===== src/verilog/rv_pkg.sv =====
package rv_pkg;

  localparam int ALUOP_NUM = 11;
  localparam int REG_NUM   = 32;

  typedef logic [31:0]          word_t;
  typedef logic [31:0]          inst_t;
  typedef logic [4:0]           reg_addr_t;
  typedef logic [2:0]           func3_t;
  typedef logic [6:0]           opcode_t;
  typedef logic [ALUOP_NUM-1:0] aluop_t; // one-hot

  // bit positions inside aluop_t
  localparam int ALUOP_ADD  = 0;
  localparam int ALUOP_SUB  = 1;
  localparam int ALUOP_SLL  = 2;
  localparam int ALUOP_SLT  = 3;
  localparam int ALUOP_SLTU = 4;
  localparam int ALUOP_XOR  = 5;
  localparam int ALUOP_SRL  = 6;
  localparam int ALUOP_SRA  = 7;
  localparam int ALUOP_OR   = 8;
  localparam int ALUOP_AND  = 9;
  localparam int ALUOP_LINK = 10; // rd gets link address

  localparam opcode_t OP_LUI    = 7'b0110111;
  localparam opcode_t OP_AUIPC  = 7'b0010111;
  localparam opcode_t OP_JAL    = 7'b1101111;
  localparam opcode_t OP_JALR   = 7'b1100111;
  localparam opcode_t OP_BRANCH = 7'b1100011;
  localparam opcode_t OP_LOAD   = 7'b0000011;
  localparam opcode_t OP_STORE  = 7'b0100011;
  localparam opcode_t OP_ARITHI = 7'b0010011;
  localparam opcode_t OP_ARITHR = 7'b0110011;
  localparam opcode_t OP_FENCE  = 7'b0001111;
  localparam opcode_t OP_SYSTEM = 7'b1110011;

  // branch conditions
  localparam func3_t F3_BEQ  = 3'b000;
  localparam func3_t F3_BNE  = 3'b001;
  localparam func3_t F3_BLT  = 3'b100;
  localparam func3_t F3_BGE  = 3'b101;
  localparam func3_t F3_BLTU = 3'b110;
  localparam func3_t F3_BGEU = 3'b111;

  // alu group, shared by immediate and register forms
  localparam func3_t F3_ADD  = 3'b000;
  localparam func3_t F3_SLL  = 3'b001;
  localparam func3_t F3_SLT  = 3'b010;
  localparam func3_t F3_SLTU = 3'b011;
  localparam func3_t F3_XOR  = 3'b100;
  localparam func3_t F3_SR   = 3'b101; // srl or sra by inst[30]
  localparam func3_t F3_OR   = 3'b110;
  localparam func3_t F3_AND  = 3'b111;

  localparam logic SRC1_FROM_REG = 1'b0;
  localparam logic SRC1_FROM_PC  = 1'b1;
  localparam logic SRC2_FROM_REG = 1'b0;
  localparam logic SRC2_FROM_IMM = 1'b1;

  localparam word_t     ZERO_WORD = 32'h0000_0000;
  localparam reg_addr_t NOP_REG   = 5'd0;

endpackage

===== src/verilog/decode_top.sv =====
`timescale 1ns/1ns

module decode_top
  import rv_pkg::*;
(
  input  logic      clk,
  input  logic      rst_n_i,
  input  word_t     pc_i,
  input  inst_t     inst_i,
  input  logic      ex_wreg_i,
  input  word_t     ex_wreg_data_i,
  input  reg_addr_t ex_rd_i,
  input  logic      ex_memrd_i,
  input  logic      mem_wreg_i,
  input  word_t     mem_wreg_data_i,
  input  reg_addr_t mem_rd_i,
  input  logic      mem_memrd_i,
  input  logic      wb_we_i,
  input  reg_addr_t wb_rd_i,
  input  word_t     wb_data_i,
  output logic      stall_o,
  output logic      branch_taken_o,
  output word_t     branch_target_o,
  output word_t     iss_pc_o,
  output aluop_t    iss_aluop_o,
  output logic      iss_alusrc1_o,
  output logic      iss_alusrc2_o,
  output word_t     iss_imm_o,
  output word_t     iss_rs1_data_o,
  output word_t     iss_rs2_data_o,
  output reg_addr_t iss_rd_o,
  output logic      iss_wreg_o,
  output logic      iss_memrd_o,
  output logic      iss_memwr_o,
  output logic      iss_mem2reg_o,
  output func3_t    iss_func3_o,
  output word_t     iss_link_addr_o
);

  logic      rs1_read;
  logic      rs2_read;
  reg_addr_t rs1_addr;
  reg_addr_t rs2_addr;
  word_t     rf_rdata1;
  word_t     rf_rdata2;
  aluop_t    aluop;
  logic      alusrc1;
  logic      alusrc2;
  word_t     imm;
  word_t     rs1_data;
  word_t     rs2_data;
  reg_addr_t rd;
  logic      wreg;
  logic      memrd;
  logic      memwr;
  logic      mem2reg;
  func3_t    func3;
  word_t     link_addr;
  logic      next_in_delayslot;
  logic      in_delayslot;

  regfile regfile_i (
    .clk      (clk),
    .rst_n_i  (rst_n_i),
    .we_i     (wb_we_i),
    .waddr_i  (wb_rd_i),
    .wdata_i  (wb_data_i),
    .re1_i    (rs1_read),
    .raddr1_i (rs1_addr),
    .rdata1_o (rf_rdata1),
    .re2_i    (rs2_read),
    .raddr2_i (rs2_addr),
    .rdata2_o (rf_rdata2)
  );

  id id_i (
    .pc_i                (pc_i),
    .inst_i              (inst_i),
    .rs1_data_i          (rf_rdata1),
    .rs2_data_i          (rf_rdata2),
    .ex_wreg_i           (ex_wreg_i),
    .ex_wreg_data_i      (ex_wreg_data_i),
    .ex_rd_i             (ex_rd_i),
    .ex_memrd_i          (ex_memrd_i),
    .mem_wreg_i          (mem_wreg_i),
    .mem_wreg_data_i     (mem_wreg_data_i),
    .mem_rd_i            (mem_rd_i),
    .mem_memrd_i         (mem_memrd_i),
    .in_delayslot_i      (in_delayslot),
    .rs1_read_o          (rs1_read),
    .rs2_read_o          (rs2_read),
    .rs1_addr_o          (rs1_addr),
    .rs2_addr_o          (rs2_addr),
    .aluop_o             (aluop),
    .alusrc1_o           (alusrc1),
    .alusrc2_o           (alusrc2),
    .imm_o               (imm),
    .rs1_data_o          (rs1_data),
    .rs2_data_o          (rs2_data),
    .rd_o                (rd),
    .wreg_o              (wreg),
    .memrd_o             (memrd),
    .memwr_o             (memwr),
    .mem2reg_o           (mem2reg),
    .func3_o             (func3),
    .link_addr_o         (link_addr),
    .branch_taken_o      (branch_taken_o),
    .branch_target_o     (branch_target_o),
    .next_in_delayslot_o (next_in_delayslot),
    .stallreq_o          (stall_o)
  );

  id_ex id_ex_i (
    .clk                 (clk),
    .rst_n_i             (rst_n_i),
    .stall_i             (stall_o),
    .pc_i                (pc_i),
    .aluop_i             (aluop),
    .alusrc1_i           (alusrc1),
    .alusrc2_i           (alusrc2),
    .imm_i               (imm),
    .rs1_data_i          (rs1_data),
    .rs2_data_i          (rs2_data),
    .rd_i                (rd),
    .wreg_i              (wreg),
    .memrd_i             (memrd),
    .memwr_i             (memwr),
    .mem2reg_i           (mem2reg),
    .func3_i             (func3),
    .link_addr_i         (link_addr),
    .next_in_delayslot_i (next_in_delayslot),
    .iss_pc_o            (iss_pc_o),
    .iss_aluop_o         (iss_aluop_o),
    .iss_alusrc1_o       (iss_alusrc1_o),
    .iss_alusrc2_o       (iss_alusrc2_o),
    .iss_imm_o           (iss_imm_o),
    .iss_rs1_data_o      (iss_rs1_data_o),
    .iss_rs2_data_o      (iss_rs2_data_o),
    .iss_rd_o            (iss_rd_o),
    .iss_wreg_o          (iss_wreg_o),
    .iss_memrd_o         (iss_memrd_o),
    .iss_memwr_o         (iss_memwr_o),
    .iss_mem2reg_o       (iss_mem2reg_o),
    .iss_func3_o         (iss_func3_o),
    .iss_link_addr_o     (iss_link_addr_o),
    .in_delayslot_o      (in_delayslot)
  );

endmodule


===== src/verilog/id.sv =====
`timescale 1ns/1ns

module id
  import rv_pkg::*;
(
  input  word_t     pc_i,
  input  inst_t     inst_i,
  input  word_t     rs1_data_i,
  input  word_t     rs2_data_i,
  input  logic      ex_wreg_i,
  input  word_t     ex_wreg_data_i,
  input  reg_addr_t ex_rd_i,
  input  logic      ex_memrd_i,
  input  logic      mem_wreg_i,
  input  word_t     mem_wreg_data_i,
  input  reg_addr_t mem_rd_i,
  input  logic      mem_memrd_i,
  input  logic      in_delayslot_i,
  output logic      rs1_read_o,
  output logic      rs2_read_o,
  output reg_addr_t rs1_addr_o,
  output reg_addr_t rs2_addr_o,
  output aluop_t    aluop_o,
  output logic      alusrc1_o,
  output logic      alusrc2_o,
  output word_t     imm_o,
  output word_t     rs1_data_o,
  output word_t     rs2_data_o,
  output reg_addr_t rd_o,
  output logic      wreg_o,
  output logic      memrd_o,
  output logic      memwr_o,
  output logic      mem2reg_o,
  output func3_t    func3_o,
  output word_t     link_addr_o,
  output logic      branch_taken_o,
  output word_t     branch_target_o,
  output logic      next_in_delayslot_o,
  output logic      stallreq_o
);

  opcode_t opcode;
  word_t   imm_i_type;
  word_t   imm_s_type;
  word_t   imm_b_type;
  word_t   imm_u_type;
  word_t   imm_j_type;
  logic    is_jal;
  logic    is_jalr;
  logic    is_cond;
  logic    cond_taken;

  // producer hit, x0 never forwarded
  function automatic logic src_hit(input logic rd_en, input reg_addr_t addr,
                                   input logic wreg, input reg_addr_t rd);
    src_hit = rd_en && wreg && (rd != NOP_REG) && (rd == addr);
  endfunction

  function automatic logic load_hit(input logic rd_en, input reg_addr_t addr,
                                    input logic wreg, input logic memrd,
                                    input reg_addr_t rd);
    load_hit = rd_en && wreg && memrd && (rd == addr);
  endfunction

  assign opcode  = inst_i[6:0];
  assign func3_o = inst_i[14:12];

  assign imm_i_type = {{20{inst_i[31]}}, inst_i[31:20]};
  assign imm_s_type = {{20{inst_i[31]}}, inst_i[31:25], inst_i[11:7]};
  assign imm_b_type = {{19{inst_i[31]}}, inst_i[31], inst_i[7], inst_i[30:25],
                       inst_i[11:8], 1'b0};
  assign imm_u_type = {inst_i[31:12], 12'b0};
  assign imm_j_type = {{11{inst_i[31]}}, inst_i[31], inst_i[19:12], inst_i[20],
                       inst_i[30:21], 1'b0};

  always_comb begin
    aluop_o    = aluop_t'(1) << ALUOP_ADD;
    alusrc1_o  = SRC1_FROM_REG;
    alusrc2_o  = SRC2_FROM_REG;
    imm_o      = ZERO_WORD;
    rd_o       = NOP_REG;
    wreg_o     = 1'b0;
    memrd_o    = 1'b0;
    memwr_o    = 1'b0;
    mem2reg_o  = 1'b0;
    rs1_read_o = 1'b0;
    rs2_read_o = 1'b0;
    rs1_addr_o = NOP_REG;
    rs2_addr_o = NOP_REG;
    is_jal     = 1'b0;
    is_jalr    = 1'b0;
    is_cond    = 1'b0;
    if (!in_delayslot_i) begin // slot after a taken branch stays a nop
      case (opcode)
        OP_LUI: begin
          rd_o      = inst_i[11:7];
          wreg_o    = 1'b1;
          alusrc2_o = SRC2_FROM_IMM;
          imm_o     = imm_u_type;
        end
        OP_AUIPC: begin
          rd_o      = inst_i[11:7];
          wreg_o    = 1'b1;
          alusrc1_o = SRC1_FROM_PC;
          alusrc2_o = SRC2_FROM_IMM;
          imm_o     = imm_u_type;
        end
        OP_JAL: begin
          aluop_o = aluop_t'(1) << ALUOP_LINK;
          rd_o    = inst_i[11:7];
          wreg_o  = 1'b1;
          imm_o   = imm_j_type;
          is_jal  = 1'b1;
        end
        OP_JALR: begin
          aluop_o    = aluop_t'(1) << ALUOP_LINK;
          rd_o       = inst_i[11:7];
          wreg_o     = 1'b1;
          rs1_read_o = 1'b1;
          rs1_addr_o = inst_i[19:15];
          imm_o      = imm_i_type;
          is_jalr    = 1'b1;
        end
        OP_BRANCH: begin
          rs1_read_o = 1'b1;
          rs2_read_o = 1'b1;
          rs1_addr_o = inst_i[19:15];
          rs2_addr_o = inst_i[24:20];
          imm_o      = imm_b_type;
          is_cond    = 1'b1;
        end
        OP_LOAD: begin
          rd_o       = inst_i[11:7];
          wreg_o     = 1'b1;
          alusrc2_o  = SRC2_FROM_IMM;
          rs1_read_o = 1'b1;
          rs1_addr_o = inst_i[19:15];
          imm_o      = imm_i_type;
          memrd_o    = 1'b1;
          mem2reg_o  = 1'b1;
        end
        OP_STORE: begin
          alusrc2_o  = SRC2_FROM_IMM;
          rs1_read_o = 1'b1;
          rs2_read_o = 1'b1;
          rs1_addr_o = inst_i[19:15];
          rs2_addr_o = inst_i[24:20];
          imm_o      = imm_s_type;
          memwr_o    = 1'b1;
        end
        OP_ARITHI, OP_ARITHR: begin
          case (func3_o)
            F3_ADD:  aluop_o = aluop_t'(1) << ((opcode == OP_ARITHR && inst_i[30]) ?
                                               ALUOP_SUB : ALUOP_ADD);
            F3_SLL:  aluop_o = aluop_t'(1) << ALUOP_SLL;
            F3_SLT:  aluop_o = aluop_t'(1) << ALUOP_SLT;
            F3_SLTU: aluop_o = aluop_t'(1) << ALUOP_SLTU;
            F3_XOR:  aluop_o = aluop_t'(1) << ALUOP_XOR;
            F3_SR:   aluop_o = aluop_t'(1) << (inst_i[30] ? ALUOP_SRA : ALUOP_SRL);
            F3_OR:   aluop_o = aluop_t'(1) << ALUOP_OR;
            default: aluop_o = aluop_t'(1) << ALUOP_AND;
          endcase
          rd_o       = inst_i[11:7];
          wreg_o     = 1'b1;
          rs1_read_o = 1'b1;
          rs1_addr_o = inst_i[19:15];
          if (opcode == OP_ARITHI) begin
            alusrc2_o = SRC2_FROM_IMM;
            imm_o     = imm_i_type;
          end else begin
            rs2_read_o = 1'b1;
            rs2_addr_o = inst_i[24:20];
          end
        end
        OP_FENCE, OP_SYSTEM: ; // no effect at this stage
        default: ;
      endcase
    end
  end

  // ex beats mem beats regfile
  assign rs1_data_o = src_hit(rs1_read_o, rs1_addr_o, ex_wreg_i, ex_rd_i)   ? ex_wreg_data_i :
                      src_hit(rs1_read_o, rs1_addr_o, mem_wreg_i, mem_rd_i) ? mem_wreg_data_i :
                      rs1_read_o ? rs1_data_i : ZERO_WORD;
  assign rs2_data_o = src_hit(rs2_read_o, rs2_addr_o, ex_wreg_i, ex_rd_i)   ? ex_wreg_data_i :
                      src_hit(rs2_read_o, rs2_addr_o, mem_wreg_i, mem_rd_i) ? mem_wreg_data_i :
                      rs2_read_o ? rs2_data_i : ZERO_WORD;

  assign stallreq_o =
    load_hit(rs1_read_o, rs1_addr_o, ex_wreg_i, ex_memrd_i, ex_rd_i) ||
    load_hit(rs1_read_o, rs1_addr_o, mem_wreg_i, mem_memrd_i, mem_rd_i) ||
    load_hit(rs2_read_o, rs2_addr_o, ex_wreg_i, ex_memrd_i, ex_rd_i) ||
    load_hit(rs2_read_o, rs2_addr_o, mem_wreg_i, mem_memrd_i, mem_rd_i);

  always_comb begin
    case (func3_o)
      F3_BEQ:  cond_taken = (rs1_data_o == rs2_data_o);
      F3_BNE:  cond_taken = (rs1_data_o != rs2_data_o);
      F3_BLT:  cond_taken = ($signed(rs1_data_o) < $signed(rs2_data_o));
      F3_BGE:  cond_taken = ($signed(rs1_data_o) >= $signed(rs2_data_o));
      F3_BLTU: cond_taken = (rs1_data_o < rs2_data_o);
      F3_BGEU: cond_taken = (rs1_data_o >= rs2_data_o);
      default: cond_taken = 1'b0;
    endcase
  end

  always_comb begin
    branch_taken_o  = 1'b0;
    branch_target_o = ZERO_WORD;
    link_addr_o     = ZERO_WORD;
    if (is_jal) begin
      branch_taken_o  = 1'b1;
      branch_target_o = pc_i + imm_o;
      link_addr_o     = pc_i + 32'd4;
    end else if (is_jalr) begin
      branch_taken_o  = 1'b1;
      branch_target_o = rs1_data_o + imm_o; // forwarded base
      link_addr_o     = pc_i + 32'd4;
    end else if (is_cond) begin
      branch_taken_o  = cond_taken;
      branch_target_o = pc_i + imm_o;
    end
  end

  assign next_in_delayslot_o = branch_taken_o;

  always_comb begin
    aluop_onehot_a: assert ($onehot(aluop_o));
  end

endmodule


===== src/verilog/id_ex.sv =====
`timescale 1ns/1ns

module id_ex
  import rv_pkg::*;
(
  input  logic      clk,
  input  logic      rst_n_i,
  input  logic      stall_i,
  input  word_t     pc_i,
  input  aluop_t    aluop_i,
  input  logic      alusrc1_i,
  input  logic      alusrc2_i,
  input  word_t     imm_i,
  input  word_t     rs1_data_i,
  input  word_t     rs2_data_i,
  input  reg_addr_t rd_i,
  input  logic      wreg_i,
  input  logic      memrd_i,
  input  logic      memwr_i,
  input  logic      mem2reg_i,
  input  func3_t    func3_i,
  input  word_t     link_addr_i,
  input  logic      next_in_delayslot_i,
  output word_t     iss_pc_o,
  output aluop_t    iss_aluop_o,
  output logic      iss_alusrc1_o,
  output logic      iss_alusrc2_o,
  output word_t     iss_imm_o,
  output word_t     iss_rs1_data_o,
  output word_t     iss_rs2_data_o,
  output reg_addr_t iss_rd_o,
  output logic      iss_wreg_o,
  output logic      iss_memrd_o,
  output logic      iss_memwr_o,
  output logic      iss_mem2reg_o,
  output func3_t    iss_func3_o,
  output word_t     iss_link_addr_o,
  output logic      in_delayslot_o
);

  always_ff @(posedge clk or negedge rst_n_i) begin
    if (!rst_n_i) begin
      iss_aluop_o    <= aluop_t'(1) << ALUOP_ADD;
      iss_rd_o       <= NOP_REG;
      iss_wreg_o     <= 1'b0;
      iss_memrd_o    <= 1'b0;
      iss_memwr_o    <= 1'b0;
      iss_mem2reg_o  <= 1'b0;
      in_delayslot_o <= 1'b0;
    end else if (stall_i) begin
      // bubble, delay-slot flag keeps its value
      iss_aluop_o   <= aluop_t'(1) << ALUOP_ADD;
      iss_rd_o      <= NOP_REG;
      iss_wreg_o    <= 1'b0;
      iss_memrd_o   <= 1'b0;
      iss_memwr_o   <= 1'b0;
      iss_mem2reg_o <= 1'b0;
    end else begin
      iss_aluop_o    <= aluop_i;
      iss_rd_o       <= rd_i;
      iss_wreg_o     <= wreg_i;
      iss_memrd_o    <= memrd_i;
      iss_memwr_o    <= memwr_i;
      iss_mem2reg_o  <= mem2reg_i;
      in_delayslot_o <= next_in_delayslot_i;
    end
  end

  always_ff @(posedge clk) begin
    iss_pc_o        <= pc_i;
    iss_alusrc1_o   <= alusrc1_i;
    iss_alusrc2_o   <= alusrc2_i;
    iss_imm_o       <= imm_i;
    iss_rs1_data_o  <= rs1_data_i;
    iss_rs2_data_o  <= rs2_data_i;
    iss_func3_o     <= func3_i;
    iss_link_addr_o <= link_addr_i;
  end

  stall_bubble_a: assert property (@(posedge clk) disable iff (!rst_n_i)
    stall_i |=> (!iss_wreg_o && !iss_memrd_o && !iss_memwr_o));

endmodule


===== src/verilog/regfile.sv =====
`timescale 1ns/1ns

module regfile
  import rv_pkg::*;
(
  input  logic      clk,
  input  logic      rst_n_i,
  input  logic      we_i,
  input  reg_addr_t waddr_i,
  input  word_t     wdata_i,
  input  logic      re1_i,
  input  reg_addr_t raddr1_i,
  output word_t     rdata1_o,
  input  logic      re2_i,
  input  reg_addr_t raddr2_i,
  output word_t     rdata2_o
);

  word_t regs [REG_NUM];

  always_ff @(posedge clk or negedge rst_n_i) begin
    if (!rst_n_i) begin
      for (int i = 0; i < REG_NUM; i++) begin
        regs[i] <= ZERO_WORD;
      end
    end else if (we_i && (waddr_i != NOP_REG)) begin
      regs[waddr_i] <= wdata_i;
    end
  end

  // same-cycle write passes straight to the reader
  always_comb begin
    if (!re1_i || (raddr1_i == NOP_REG)) begin
      rdata1_o = ZERO_WORD;
    end else if (we_i && (waddr_i == raddr1_i)) begin
      rdata1_o = wdata_i;
    end else begin
      rdata1_o = regs[raddr1_i];
    end
  end

  always_comb begin
    if (!re2_i || (raddr2_i == NOP_REG)) begin
      rdata2_o = ZERO_WORD;
    end else if (we_i && (waddr_i == raddr2_i)) begin
      rdata2_o = wdata_i;
    end else begin
      rdata2_o = regs[raddr2_i];
    end
  end

  x0_zero_a: assert property (@(posedge clk) disable iff (!rst_n_i) regs[0] == ZERO_WORD);

endmodule


===== config.mk =====
export PLATFORM = sky130hd
export DESIGN_NAME = decode_top
export DESIGN_NICKNAME = d
export VERILOG_FILES = /design/src/verilog/rv_pkg.sv /design/src/verilog/decode_top.sv /design/src/verilog/id.sv /design/src/verilog/id_ex.sv /design/src/verilog/regfile.sv
export SDC_FILE = /design/constraint.sdc
export NUM_CORES = 2
export LEC_CHECK = 0
export ABC_AREA = 1
export BUFFER_PORTS_ARGS = -buffer_cell sky130_fd_sc_hd__buf_2
export CORE_UTILIZATION = 45
export CTS_BUF_LIST = sky130_fd_sc_hd__clkbuf_16
export DETAILED_ROUTE_END_ITERATION = 8
export PLACE_DENSITY = 0.6
export SYNTH_ARGS = -nofsm -noshare
export SYNTH_HDL_FRONTEND = slang
export SYNTH_SLANG_ARGS = --single-unit

===== constraint.sdc =====
create_clock -name clk -period 7.4 [get_ports clk]
set_clock_uncertainty 0.05 [all_clocks]
set_input_delay 1.48 -clock clk [delete_from_list [all_inputs] [get_ports clk]]
set_output_delay 1.48 -clock clk [all_outputs]
set_load 0.02 [all_outputs]

==> results.md <==
* Layout overhead on the synthesized area at 26.5%
* Sequential share of power at 45.0%
* Max-capacitance violation count at 1
* Relative slew slack at -1.93%
* Largest family of logic cells by synthesized area: simple AND/OR/NAND/NOR gates
* Maximum clock path buffer count at 3
* Number of routed nets with antenna violations at 0
* Synthesized-area fraction occupied by ao, oa, aoi and oai cells at 20.9%
* Multiplexer share of the synthesized area at 0.0146%
* Total count of max-transition violations in the final report at 29
* Global route overflow at 0
* Unrepaired setup endpoints after global routing: yes
* Clk Tree Root Cell: sky130_fd_sc_hd__clkbuf_16
* Clk Latency, worst-skew pair at 0.82 ns
* Startpoint types: input pin
* 1st-pass router iterations at 7
* Worst reg-to-reg setup slack at 2.53 ns
* Worst Setup Path Type: in -> out
* Die width at 393 um
* Final worst slack at -0.230 ns
* Stage delay of the slowest cell on the critical path at 0.29 ns
* GRT Total Usage at 43.7%
* Worst slack on hold paths at 0.349 ns
* Post-layout util at 57.6%
* Adder-cell share of the synthesized area at 1.79%
* Share of flip-flops with an asynchronous set or reset after synthesis at 86.4%
* Count of cell types in the netlist at 63
* Crit path required time at 5.87 ns
* Proportion of total power due to net switching at 31.2%
* Slew at the pin closest to its max-slew limit at 1.53 ns
* P_leak at 40.5 nW
* Global-route wire length before repair at 491 mm
* Vias per std cell at 6.19
* Final number of setup-violating endpoints at 21
* Critical-path cell with the highest stage delay: sky130_fd_sc_hd__ha_1
* Number of antenna violations at the first check in global routing at 40
* Simple logic cell fraction of the synthesized area at 25.3%
* Portion of total power attributed to the clock network at 37.9%
* Routed via count at 77000
* NetSw at 5.91 mW
* Core Box Area at 151000 sq um
* Fraction of final layout cells with drive strength greater than 1 at 18.0%
* Most area-consuming cells after synthesis: sky130_fd_sc_hd__dfrtp_1 (38%), sky130_fd_sc_hd__nand2_1 (15%), sky130_fd_sc_hd__o21ai_0 (9.9%)
* CTS Buf Count at 143
* Detailed Route WL at 345 mm
* Sink Count at 1209
* Max rail drop VDD at 0.213 mV
* Largest area contributor in the netlist: sky130_fd_sc_hd__dfrtp_1
* Post-synthesis xor/xnor area fraction at 0.408%
* Capturing element type of the critical path: output port
* Cell area reported after detailed placement at 77900 sq um
* Die area at 154000 sq um
* Achievable frequency at 131 MHz
* Cell Count, Final, Fillers Out at 12400
* Yosys warning total at 0
* Total of flip-flops plus latches after synthesis at 1209
* Placed cell count at 12000
* CP Max Fanout at 7
* Clock transition time at the flip-flop clock pins of the worst setup and hold paths at 0.05 ns
* Routed length per instance at 27.7 um
* Vias in the first global route at 70400
* Sequential element share of the synthesized area at 42.9%
* Failing checks: capacitance limit, slew limit, setup timing
* Combinational power share at 17.1%
* RePlAce Congestion at 1.03
* Area of all placed cells without fillers at 86800 sq um
* H-Tree Depth at 4
* Placement Rows at 142
* Total negative slack for setup checks at -2.18 ns
* Count of routing violations after the opening detailed-route iteration at 12100
* Net count, final at 10600
* Syn avg cell area at 7.14 sq um
* Clock tree from TritonCTS: done
* Final min period at 7.63 ns
* Pin count of the biggest net entering global routing at 154
* Class of the worst hold path: reg -> reg
* Area fraction of the dominant cell type after synthesis at 38.0%
* DP Wirelength at 226 mm
* Post-synth EDFFs at 0
* # IOs at 401
* Effective utilization at floorplan at 45.6%
* Power density over the cells at 218 nW/um^2
* Outcome: finished with violations
* Final Hold Fails at 0
* Int Pwr at 13.0 mW
* Most used DFF post-synth: sky130_fd_sc_hd__dfrtp_1
* Post-synthesis net count at 9892
* Remaining DRCs at 0
* Vertical die dimension at 393 um
* Instance count of the mapped netlist at 9613
* Critical path data arrival time at 6.10 ns
* Number of buffers added on ports at 400
* Final cycle utilization of the critical path at 103%
* Cell area after synthesis at 68600 sq um
[layer usage]
metal | GRT usage (%) | part of all wire, % | vias up
met1 | 57.0 | 37 | 36400
met3 | 11.7 | 13 | 1313
met4 | 31.0 | 8.4 | 8
li1 | - | - | 33500
met2 | 62.5 | 41 | 5744
met5 | 0 | 0.015 | -
[state kept, by name (all words and copies together) (netlist names)]
register,count
id_ex_i.iss_alusrc1_o,1
id_ex_i.iss_func3_o,3
id_ex_i.in_delayslot_o,1
id_ex_i.iss_aluop_o,11
id_ex_i.iss_rd_o,5
id_ex_i.iss_memrd_o,1
id_ex_i.iss_imm_o,32
id_ex_i.iss_link_addr_o,32
regfile_i.regs,1024
id_ex_i.iss_rs1_data_o,32
id_ex_i.iss_rs2_data_o,32
id_ex_i.iss_memwr_o,1
id_ex_i.iss_alusrc2_o,1
id_ex_i.iss_wreg_o,1
id_ex_i.iss_pc_o,32
[power by group through the flow]
stage | Combinational (mW) | Sequential, mW | Clock, mW
final | 3.24 | 8.51 | 7.17
after global routing | 3.64 | 8.62 | 7.46
after CTS | 3.14 | 8.47 | 7.19
after detailed placement | 3.05 | 8.57 | 0
after global placement | 2.97 | 8.55 | 0
after floorplan | 2.04 | 8.39 | 0
[metrics by stage]
step                power [mW]  setup WS [ns]
CTS                       18.8         -0.207
global route              19.7         -0.501
finish                    18.9         -0.230
floorplan                 10.4          0.375
global placement          11.5         -0.768
detailed placement        11.6         -0.784
[final cells by class]
cell class                      count  area [sq um]
Fill cell                       14100         63900
Multi-Input combinational cell   6897         35200
Sequential cell                  1209         29400
Timing Repair Buffer             1312         12200
Clock buffer                      148          3700
Inverter                          720          2760
Tap cell                         2016          2520
Clock inverter                    106           951
Antenna cell                       32          80.1
[cell usage after synthesis, types with 9 or more instances]
master,count
sky130_fd_sc_hd__o21a_1,9
sky130_fd_sc_hd__nand2_1,2735
sky130_fd_sc_hd__nor3_1,59
sky130_fd_sc_hd__xnor2_1,12
sky130_fd_sc_hd__inv_2,12
sky130_fd_sc_hd__o211ai_1,321
sky130_fd_sc_hd__clkbuf_1,549
sky130_fd_sc_hd__ha_1,95
sky130_fd_sc_hd__xor2_1,20
sky130_fd_sc_hd__nor2_1,466
sky130_fd_sc_hd__a32o_1,56
sky130_fd_sc_hd__a21oi_1,657
sky130_fd_sc_hd__o21ai_0,1355
sky130_fd_sc_hd__nor4_1,13
sky130_fd_sc_hd__nand3b_1,13
sky130_fd_sc_hd__buf_2,176
sky130_fd_sc_hd__o221ai_1,89
sky130_fd_sc_hd__nand3_1,817
sky130_fd_sc_hd__nand4_1,72
sky130_fd_sc_hd__buf_1,49
sky130_fd_sc_hd__o22ai_1,13
sky130_fd_sc_hd__inv_1,706
sky130_fd_sc_hd__a31oi_1,12
sky130_fd_sc_hd__dfrtp_1,1043
sky130_fd_sc_hd__dfxtp_1,165
[cell families (layout without fill, tap and decap cells)]
family / Yosys count / after routing
AND/OR/NAND/NOR: 4213 / 4213
buffers and inverters: 1507 / 2286
XOR/XNOR: 32 / 32
adder cells (fa/ha/maj): 97 / 97
flip-flops: 1209 / 1209
multiplexers: 1 / 1
AO/OA/AOI/OAI: 2554 / 2554
other: 0 / 32
[worst max-delay path: cells and delay by family]
| family | cells | cell delay [ns] |
|---|---|---|
| AOI/OAI and AO/OA | 2 | 0.14 |
| adders and majority gates | 1 | 0.29 |
| buffers and inverters | 12 | 1.75 |
| muxes | 1 | 0.13 |
| and+or+nand+nor | 21 | 2.29 |
[timing repair]
item                                    CTS  global route
gates cloned                             20             7
resized for setup                       427           231
pin swaps                                86            55
hold buffers                              0             0
endpoints found under the setup margin   27            27
buffers inserted                         51            47
[worst paths after layout]
| kind | start | cells past startpoint | endpoint |
|---|---|---|---|
| max | inst_i[3] | 37 | branch_taken_o |
| min | regfile_i.regs[1004] | 0 | regfile_i.regs[1004] |
| max reg2reg | id_ex_i.in_delayslot_o | 28 | id_ex_i.in_delayslot_o |
| min reg2reg | regfile_i.regs[1004] | 0 | regfile_i.regs[1004] |
| max in group asynchronous | rst_n_i | 3 | regfile_i.regs[588] |
| min in group asynchronous | rst_n_i | 1 | regfile_i.regs[68] |
[layout by cell type (no fill, tap or decap), types with 165 or more instances in the layout]
cell / synthesis / layout
sky130_fd_sc_hd__o211ai_1: 321 / 321
sky130_fd_sc_hd__inv_1: 706 / 723
sky130_fd_sc_hd__nand3_1: 817 / 747
sky130_fd_sc_hd__nor2_1: 466 / 437
sky130_fd_sc_hd__dfrtp_1: 1043 / 1043
sky130_fd_sc_hd__buf_4: 7 / 641
sky130_fd_sc_hd__buf_2: 176 / 378
sky130_fd_sc_hd__a21oi_1: 657 / 595
sky130_fd_sc_hd__nand2_1: 2735 / 2655
sky130_fd_sc_hd__o21ai_0: 1355 / 1275
sky130_fd_sc_hd__dfxtp_1: 165 / 165
(Power assumes the default switching activity.)
